===== src/hw/cpu_pkg.sv =====
`default_nettype none

package cpu_pkg;

    // Datapath and register file
    localparam int XLEN     = 32;
    localparam int NUM_REGS = 32;
    localparam int REG_AW   = 5;

    // Fetch and issue widths
    localparam int FETCH_WIDTH = 4;
    localparam int ISSUE_WIDTH = 2;

    // Instruction buffer geometry
    localparam int IB_DEPTH = 16;
    localparam int IB_AW    = $clog2(IB_DEPTH);

    // 3R-type major opcodes, instr[31:15]
    localparam logic [16:0] OP_ADD_W = 17'h00020;
    localparam logic [16:0] OP_SUB_W = 17'h00022;
    localparam logic [16:0] OP_AND   = 17'h00029;
    localparam logic [16:0] OP_OR    = 17'h0002a;
    localparam logic [16:0] OP_XOR   = 17'h0002b;

    // 2RI12 opcode, instr[31:22]
    localparam logic [9:0] OP_ADDI_W = 10'h00a;

    // 1RI20 opcode, instr[31:25]
    localparam logic [6:0] OP_LU12I_W = 7'h0a;

    typedef enum logic [2:0] {
        ALU_NOP,
        ALU_ADD,
        ALU_SUB,
        ALU_AND,
        ALU_OR,
        ALU_XOR,
        ALU_ADDI,
        ALU_LU12I
    } alu_op_e;

    // Slot k sits at pc + 4k
    typedef struct packed {
        logic [XLEN-1:0]                  pc;
        logic [FETCH_WIDTH-1:0][XLEN-1:0] instr;
    } fetch_pkt_t;

    typedef struct packed {
        logic            valid;
        logic [XLEN-1:0] pc;
        logic [XLEN-1:0] instr;
    } ib_entry_t;

    // Operands already resolved by dispatch
    typedef struct packed {
        logic            valid;
        logic [XLEN-1:0] pc;
        logic [XLEN-1:0] instr;
        logic [XLEN-1:0] rj_val;
        logic [XLEN-1:0] rk_val;
    } lane_in_t;

    // wen is low for r0 and for unknown encodings
    typedef struct packed {
        logic              valid;
        logic [XLEN-1:0]   pc;
        logic [REG_AW-1:0] rd;
        logic              wen;
        logic [XLEN-1:0]   result;
    } lane_out_t;

endpackage

`default_nettype wire


===== src/hw/dispatch.sv =====
`default_nettype none

module dispatch import cpu_pkg::*; (
    input  wire                                   clk,
    input  wire                                   rst_n_i,
    input  wire ib_entry_t [ISSUE_WIDTH-1:0]      head_i,
    output logic [1:0]                            issue_cnt_o,
    output logic [2*ISSUE_WIDTH-1:0][REG_AW-1:0]  rf_raddr_o,
    input  wire  [2*ISSUE_WIDTH-1:0][XLEN-1:0]    rf_rdata_i,
    input  wire lane_out_t [ISSUE_WIDTH-1:0]      ex_fwd_i,
    input  wire lane_out_t [ISSUE_WIDTH-1:0]      ex_res_i,
    input  wire lane_out_t [ISSUE_WIDTH-1:0]      wb_res_i,
    output lane_in_t [ISSUE_WIDTH-1:0]            lane_o
);

    lane_out_t [2:0][ISSUE_WIDTH-1:0]   fwd_src;
    logic [2*ISSUE_WIDTH-1:0][XLEN-1:0] opnd;
    logic [REG_AW-1:0]                  older_rd;
    logic                               pair_dep;

    // rj and rk of each head, slot i uses ports 2i and 2i+1
    always_comb begin
        for (int i = 0; i < ISSUE_WIDTH; i++) begin
            rf_raddr_o[2*i]   = head_i[i].instr[9:5];
            rf_raddr_o[2*i+1] = head_i[i].instr[14:10];
        end
    end

    // Field compare only, so an immediate that aliases a register also splits
    assign older_rd = head_i[0].instr[4:0];
    assign pair_dep = (older_rd != '0)
                   && (older_rd == rf_raddr_o[2] || older_rd == rf_raddr_o[3]);

    always_comb begin
        if (!head_i[0].valid) begin
            issue_cnt_o = 2'd0;
        end else if (head_i[1].valid && !pair_dep) begin
            issue_cnt_o = 2'd2;
        end else begin
            issue_cnt_o = 2'd1;
        end
    end

    // Index 0 is the newest stage
    assign fwd_src[0] = ex_fwd_i;
    assign fwd_src[1] = ex_res_i;
    assign fwd_src[2] = wb_res_i;

    // Oldest source first so that newer matches overwrite it
    always_comb begin
        for (int p = 0; p < 2 * ISSUE_WIDTH; p++) begin
            opnd[p] = rf_rdata_i[p];
            for (int s = 2; s >= 0; s--) begin
                for (int l = 0; l < ISSUE_WIDTH; l++) begin
                    if (fwd_src[s][l].wen && fwd_src[s][l].rd == rf_raddr_o[p]) begin
                        opnd[p] = fwd_src[s][l].result;
                    end
                end
            end
        end
    end

    always_ff @(posedge clk or negedge rst_n_i) begin
        if (!rst_n_i) begin
            lane_o <= '0;
        end else begin
            lane_o[0].valid <= issue_cnt_o != 2'd0;
            lane_o[1].valid <= issue_cnt_o == 2'd2;
            for (int i = 0; i < ISSUE_WIDTH; i++) begin
                lane_o[i].pc     <= head_i[i].pc;
                lane_o[i].instr  <= head_i[i].instr;
                lane_o[i].rj_val <= opnd[2*i];
                lane_o[i].rk_val <= opnd[2*i+1];
            end
        end
    end

endmodule

`default_nettype wire


===== config.mk =====
export PLATFORM = sky130hd
export DESIGN_NAME = dispatch
export DESIGN_NICKNAME = d
export VERILOG_FILES = /design/src/hw/cpu_pkg.sv /design/src/hw/dispatch.sv
export SDC_FILE = /design/constraint.sdc
export NUM_CORES = 1
export LEC_CHECK = 0
export BUFFER_PORTS_ARGS = -buffer_cell sky130_fd_sc_hd__buf_2
export CORE_AREA = 2 2 374 376
export CTS_CLUSTER_DIAMETER = 200
export DETAILED_ROUTE_END_ITERATION = 12
export DIE_AREA = 0 0 376 378
export HOLD_SLACK_MARGIN = 0.1
export PLACE_DENSITY = 0.31
export SLEW_MARGIN = 20
export SYNTH_ARGS = -nofsm -noshare
export SYNTH_HDL_FRONTEND = slang
export SYNTH_SLANG_ARGS = --single-unit

===== constraint.sdc =====
create_clock -name clk -period 1.24 [get_ports clk]
set_clock_uncertainty 0.05 [all_clocks]
set_input_delay 0.186 -clock clk [delete_from_list [all_inputs] [get_ports clk]]
set_output_delay 0.186 -clock clk [all_outputs]
set_load 0.02 [all_outputs]

== Word level (Yosys, flattened, before mapping) ==
Cells that the tools add are included.
Widths: inputs -> output; s select.
Storage, ports and cells
  flip-flop bits (word level): 258
  output and inout port bits: 280
Operators by class
  equality and inequality tests: 27
  multiplexer cells: 26
  reductions and logical operators: 30
Operators with widths (number)
  $mux 32: 24
  $eq 5x5->1: 26
  $logic_and 1x1->1: 26
  $reduce_bool 5->1: 1
  $mux 2: 2
  $eq 2x2->1 const B: 1
  $reduce_bool 2->1: 1
  $logic_not 1->1: 1
  $logic_or 1x1->1: 1

== Logic depth before layout (Yosys ltp) ==
Gate-level depths: netlist (run 1).
  word-level depth: 8
  depth in mapped cells: 9

== Least setup slack after synthesis (run 1) ==
OpenSTA, ideal clock, no wires.
  kind: input port to flip-flop
  start point: input wb_res_i[35] (netlist name)
  end point: register lane_o[33] (netlist name)
  setup time: 0.132 ns
  data arrival time: 1.801 ns
  required time: 1.058 ns
  path slack: -0.743 ns
  stages on the path: 9
  path buffers: 3
  cell sequence: buf_2 -> xnor2_1 -> nand3_1 -> or4_4 -> buf_6 -> buf_6 -> a221o_1 -> o211ai_1 -> a21oi_1
RTL lines
  start, declared: line dispatch.sv:12  | input wire lane_out_t [ISSUE_WIDTH-1:0] wb_res_i,
  end, declared: line dispatch.sv:13  | output lane_in_t [ISSUE_WIDTH-1:0] lane_o

==> results of run 1 <==
==> where the power goes <==
part / total (mW) / internal [mW] / leakage, nW / switching [mW]
sequential: 9.68 / 9.16 / 3.00 / 0.525
combinational: 10.4 / 5.11 / 10.3 / 5.28
clock: 11.6 / 6.99 / 0.624 / 4.62
total: 31.7 / 21.3 / 13.9 / 10.4
==> cells by family after synthesis <==
logic type             after synthesis
flip-flops                         258
AND/OR/NAND/NOR                    142
AO/OA/AOI/OAI                      646
buffers and inverters              186
XOR/XNOR                           130
==> layer usage <==
layer	vias up	GRT usage	wire, µm
met2	1140	0.3170	65700
met4	34	0.05185	4364
li1	8293	-	-
met3	217	0.05714	11920
met1	9886	0.2504	61690
met5	-	0	209
==> how the worst max path moves through the flow <==
stage                     endpoint  slack, ns  depth (start not counted)
CTS                 issue_cnt_o[1]      -0.37                          9
detailed placement     lane_o[139]      -1.33                          9
finish                  lane_o[13]      -0.39                          8
global route            lane_o[33]      -0.46                          9
global placement       lane_o[139]      -1.33                          9
floorplan               lane_o[33]      -0.71                          9
==> cells in the final DEF (no fill, tap or decap), types with 7 or more instances in the layout <==
cell type,count
nor2_4,9
buf_2,481
buf_4,183
xor2_2,11
o22ai_2,47
clkbuf_16,38
clkbuf_1,8
dfrtp_1,249
a21oi_2,56
a221oi_1,74
buf_6,315
a221oi_4,9
dfrtp_2,9
buf_8,20
a221oi_2,45
diode_2,16
nand3_1,7
nor3_2,7
buf_12,118
xor2_1,52
nor4_2,7
o22ai_1,53
buf_16,30
dlygate4sd3_1,382
o211ai_1,124
a21oi_1,71
and2_1,64
clkbuf_8,9
nand4_1,8
a221o_1,128
xnor2_2,19
o22ai_4,29
xnor2_1,40
==> timing repair <==
item | 4_1_cts | 5_1_grt
pin swaps | 226 | 115
gates resized for setup | 892 | 173
gates cloned | 35 | 0
hold buffers | 382 | 1
setup endpoints to repair | 388 | 392
endpoints found under the hold margin | 516 | 9
setup buffers | 94 | 9
==> worst max-delay path: cells and delay by family <==
family / cells / cell delay [ns]
and+or+nand+nor: 2 / 0.71
AOI/OAI and AO/OA: 3 / 0.67
buffers and inverters: 2 / 0.32
xor gates and xnor gates: 1 / 0.16
==> through the flow <==
| step | total power [mW] | utilization | worst slack (ns) | instance area (µm²) |
|---|---|---|---|---|
| after floorplan | 12.54 | - | -0.7111 | 14550 |
| after global placement | 16.89 | 0.1634 | -1.329 | 22630 |
| after detailed placement | 16.86 | 0.1634 | -1.335 | 22630 |
| after CTS | 31.88 | 0.2377 | -0.3733 | 32920 |
| after global routing | 32.93 | 0.2437 | -0.4598 | 33750 |
| final | 31.68 | 0.2439 | -0.3916 | 33780 |
==> final cells by class <==
cell class                 count  area [µm²]  area share
antenna                       16       40.04    0.001185
clock buffer                  55        1105     0.03270
clock inverter                 8       166.4    0.004926
inverter                       1       3.754   0.0001111
multi-input combinational    918        9067      0.2684
sequential                   258        6467      0.1914
tap                         1807        2261     0.06692
timing repair buffer        1530       14670      0.4343
==> results.py, run 1 <==
metrics = {
    "cts": {
        "cts.sinks": 258,
        "cts_tree": "built",
        "htreeDepth": 2,
        "path_clk_slew_ns": 0.06,
        "cts_buffers": 37,
        "cts_root_buffer": "clkbuf_16",
        "clk_path_buf_depth": 3,
    },
    "grt": {
        "grtUsageTotal": 0.1949,
        "grt_pass1_wl_mm": 187.5,
        "antenna_found_initial": 37,
        "grt-ovfl-total": 0,
        "grt_pass1_vias": 20620,
        "grt_max_degree": 54,
    },
    "worst_setup_path": {
        "crit_start": "wb_res_i[35]",
        "cp.required_ns": 1.67,
        "max_stage_delay_ns": 0.60,
        "cp-end-kind": "flip-flop",
        "critPathMostFrequentCell": "buf_12",
        "critPathSlowestCell": "or4_4",
        "critPathMaxFanout": 7,
        "worst_setup_path_start_kind": "input pin",
        "crit_path_cell_trace": "buf_12 > xnor2_4 > nand3_2 > or4_4 > buf_12 > a221o_1 > o211ai_1 > a21oi_2",
        "worstPathArrival_ns": 2.06,
        "path_class": "input pin to flip-flop",
    },
    "floorplan": {
        "ioPinCount": 966,
        "fp.dieW_um": 376,
        "rows": 137,
        "dieArea_mm2": 0.1421,
        "die_h_um": 378,
        "coreArea_mm2": 0.1385,
        "start_util": 0.1026,
    },
    "synthesis": {
        "synth_common_cells": "258 x dfrtp_1, 129 x o22ai_1, 128 x a21oi_1, 128 x a221o_1, 128 x a221oi_1",
        "netlist.area_leader.share": 0.4544,
        "synth_fa_ha_area_frac": 0,
        "synth-xor-area-share": 0.08014,
        "synth_edf_count": 0,
        "synth-seq-cells": 258,
        "synthCells": 1362,
        "synth_nets": 2048,
        "synth_ff_type": "dfrtp_1",
        "synth.largest_area_cell": "dfrtp_1",
        "yosys.area_share.simple": 0.05865,
        "synthMuxAreaShare": 0,
        "yosysMostFrequentCell": "dfrtp_1",
        "ys_types": 33,
        "ys_seq_area_frac": 0.4544,
        "synth.cell_area_mm2": 0.01421,
        "synth_compound_gate_area_share": 0.3430,
        "synth_top_family_by_area": "compound AO/OA/AOI/OAI gates",
        "synthTopCellsByArea": "dfrtp_1 45%, a221o_1 9.0%, a221oi_1 7.9%",
        "synth-warning-count": 0,
        "syn_avg_cell_area_um2": 10.43,
        "async_flop_share": 1.000,
    },
    "sta": {
        "tns_ns": -66.43,
        "relSlewSlack": 0.5968,
        "fmax_mhz": 612.9,
        "setup_violations": 388,
        "hold_violations": 5,
        "tightest_slew_ns": 0.6048,
        "rsz0062_at_grt": "yes",
        "post-route-period-util": 1.316,
        "drv_slew": 0,
        "fin_crit_ns": 1.632,
        "holdWs_ns": -0.3097,
        "fin_ws_ns": -0.3916,
    },
    "pwr": {
        "power_leakage_nw": 13.95,
        "power_density_mw_per_mm2": 937.7,
        "peakVddDrop_mv": 0.8537,
    },
    "final_layout": {
        "largest_reg_flops": 258,
        "regMostFlops": "lane_o",
        "synthToLayoutAreaGrowth_pct": 137.8,
        "largestRegisters": "lane_o: 258 flops",
        "drive_above_1_share": 0.5430,
        "fin_cells": 4593,
        "fillerInstances": 14790,
        "final_nets": 3432,
    },
    "job": {
        "cap_violations": 0,
    },
    "min_path": {
        "hold_end": "lane_o[65]",
        "min_from": "head_i[1]",
        "whs_path_depth": 1,
        "hold_path_class": "input pin to flip-flop",
    },
    "place": {
        "dpl.hpwl_mm": 103.1,
        "port_buffers": 767,
        "place_inst": 4016,
        "place_congestion": 0.8104,
    },
    "run_status": {
        "failed_checks": "negative hold slack, negative setup slack",
        "run_status": "finished, violations left",
    },
    "route": {
        "avgViaCountPerCell": 4.261,
        "post_drt_wl_per_cell_um": 31.33,
        "firstDrtPassIters": 5,
        "drc": 0,
        "vias": 19570,
        "drt_wl_total_mm": 143.9,
        "drt_iter0_markers": 1420,
        "ant_nets": 0,
    },
}
Power figures use the tool's default switching activity.
==> run 2: changes to the inputs <==
--- a/config.mk
+++ b/config.mk
@@ -7,6 +7,7 @@
 export LEC_CHECK = 0
 export BUFFER_PORTS_ARGS = -buffer_cell sky130_fd_sc_hd__buf_2
 export CORE_AREA = 2 2 374 376
+export CTS_BUF_LIST = sky130_fd_sc_hd__clkbuf_16
 export CTS_CLUSTER_DIAMETER = 200
 export DETAILED_ROUTE_END_ITERATION = 12
 export DIE_AREA = 0 0 376 378
==> results.py, run 2 (synthesis results as in run 1) <==
metrics = {
    "run_status": {
        "run_status": "finished, violations left",
        "failed_checks": "negative hold slack, negative setup slack",
    },
    "worst_setup_path": {
        "worst-path-buf-inv": 3,
        "critPathSlowestCell": "or4_4",
        "worst_setup_path_start_kind": "input pin",
        "path_class": "input pin to flip-flop",
        "critPathMostFrequentCell": "buf_12",
        "critPathMaxFanout": 4,
        "worstPathArrival_ns": 2.09,
        "cp-end-kind": "flip-flop",
        "cp.required_ns": 1.65,
        "cp_top_family": "simple AND/OR/NAND/NOR gates",
        "crit_path_cell_trace": "buf_12 > xnor2_4 > nand3_2 > or4_4 > buf_4 > buf_12 > a221o_1 > o211ai_1 > a21oi_1",
        "max_stage_delay_ns": 0.57,
    },
    "final_layout": {
        "fin_cells": 4595,
        "layout_commonest_cell": "buf_2",
        "final_nets": 3439,
        "regMostFlops": "lane_o",
        "largestRegisters": "lane_o: 258 flops",
        "drive_above_1_share": 0.5409,
        "synthToLayoutAreaGrowth_pct": 138.4,
        "largest_reg_flops": 258,
        "most-common-layout-cells": "481 x buf_2, 384 x dlygate4sd3_1, 315 x buf_6, 250 x dfrtp_1, 187 x buf_4",
    },
    "cts": {
        "cts_root_buffer": "clkbuf_16",
        "cts.sinks": 258,
        "cts_buffers": 37,
        "cts_tree": "built",
        "htreeDepth": 2,
        "clk_path_buf_depth": 3,
        "cts_hold_buf": 384,
        "path_clk_slew_ns": 0.05,
    },
    "floorplan": {
        "fp.dieW_um": 376,
        "ioPinCount": 966,
        "rows": 137,
        "die_h_um": 378,
        "start_util": 0.1026,
        "dieArea_mm2": 0.1421,
        "coreArea_mm2": 0.1385,
    },
    "sta": {
        "fmax_mhz": 597.5,
        "post-route-period-util": 1.350,
        "rsz0062_at_grt": "yes",
        "drv_slew": 0,
        "hold_violations": 5,
        "fin_crit_ns": 1.674,
        "fin_ws_ns": -0.4336,
        "relSlewSlack": 0.6098,
        "holdWs_ns": -0.3084,
        "tightest_slew_ns": 0.5853,
        "setup_violations": 388,
    },
    "pwr": {
        "power_leakage_nw": 14.01,
        "power_density_mw_per_mm2": 917.0,
        "peakVddDrop_mv": 0.8596,
    },
    "job": {
        "cap_violations": 0,
    },
    "place": {
        "place_inst": 4016,
        "port_buffers": 767,
        "dp_slack_ns": -1.335,
        "place_congestion": 0.8104,
        "dpl.hpwl_mm": 103.1,
    },
    "grt": {
        "grt_pass1_vias": 20590,
        "antenna_found_initial": 38,
        "grt_pass1_wl_mm": 185.6,
        "grt-ovfl-total": 0,
        "grt_max_degree": 54,
        "grtUsageTotal": 0.1930,
    },
    "route": {
        "drt_wl_total_mm": 145.2,
        "ant_nets": 0,
        "drt_iter0_markers": 1370,
        "firstDrtPassIters": 5,
        "drc": 0,
        "avgViaCountPerCell": 4.279,
        "vias": 19660,
        "post_drt_wl_per_cell_um": 31.61,
    },
    "min_path": {
        "hold_path_class": "input pin to flip-flop",
    },
}
-- run 2: layer usage --
metal  vias to the layer above  share of wire  global-route usage
met5                         -         0.0024                   0
met4                        42          0.036             0.05736
met3                       251          0.084             0.05791
met2                      1169           0.45              0.3119
met1                      9901           0.43              0.2463
li1                       8300              -                   -
-- run 2: through the flow --
step / hold slack [ns] / TNS, ns / instance area [µm²] / utilization / total power [mW]
2_1_floorplan: -0.1596 / -84.38 / 14550 / - / 12.54
3_3_place_gp: 0.01025 / -150.70 / 22630 / 0.1634 / 16.89
3_5_place_dp: 0.01122 / -149.95 / 22630 / 0.1634 / 16.86
4_1_cts: -0.3799 / -79.63 / 32410 / 0.2340 / 31.09
5_1_grt: -0.3494 / -83.20 / 33850 / 0.2444 / 32.33
6_report: -0.3084 / -64.89 / 33870 / 0.2445 / 31.06
-- run 2: report_power, final --
part / switching, mW / total (mW) / internal (mW)
clock network: 4.58 / 10.9 / 6.36
logic: 5.30 / 10.4 / 5.14
registers: 0.523 / 9.68 / 9.16
total: 10.4 / 31.1 / 20.7
-- run 2: repair_timing --
action / in CTS / in global routing
pin swaps: 183 / 133
hold endpoints to repair: 516 / 5
setup buffers: 82 / 18
resized for setup: 838 / 227
gates cloned: 33 / 9
setup endpoints to repair: 388 / 392
-- run 2: layout make-up --
| cell class | instances | area [µm²] |
|---|---|---|
| clock buffers | 38 | 950.9 |
| repair buffers | 1537 | 14790 |
| well taps | 1807 | 2261 |
| inverters | 1 | 3.754 |
| multi-input cells | 918 | 9136 |
| fillers | 14820 | 104600 |
| flip-flops and latches | 258 | 6466 |
| clock inverters | 25 | 230.2 |
| diodes | 11 | 27.53 |
-- run 2: final timing paths --
check	from	end	cells after the start	slack, ns
max in group asynchronous	rst_n_i	lane_o[156]	3	0.03
min in group asynchronous	rst_n_i	lane_o[69]	3	0.17
setup / recovery	head_i[7]	lane_o[33]	9	-0.43
hold / removal	head_i[1]	lane_o[65]	1	-0.31
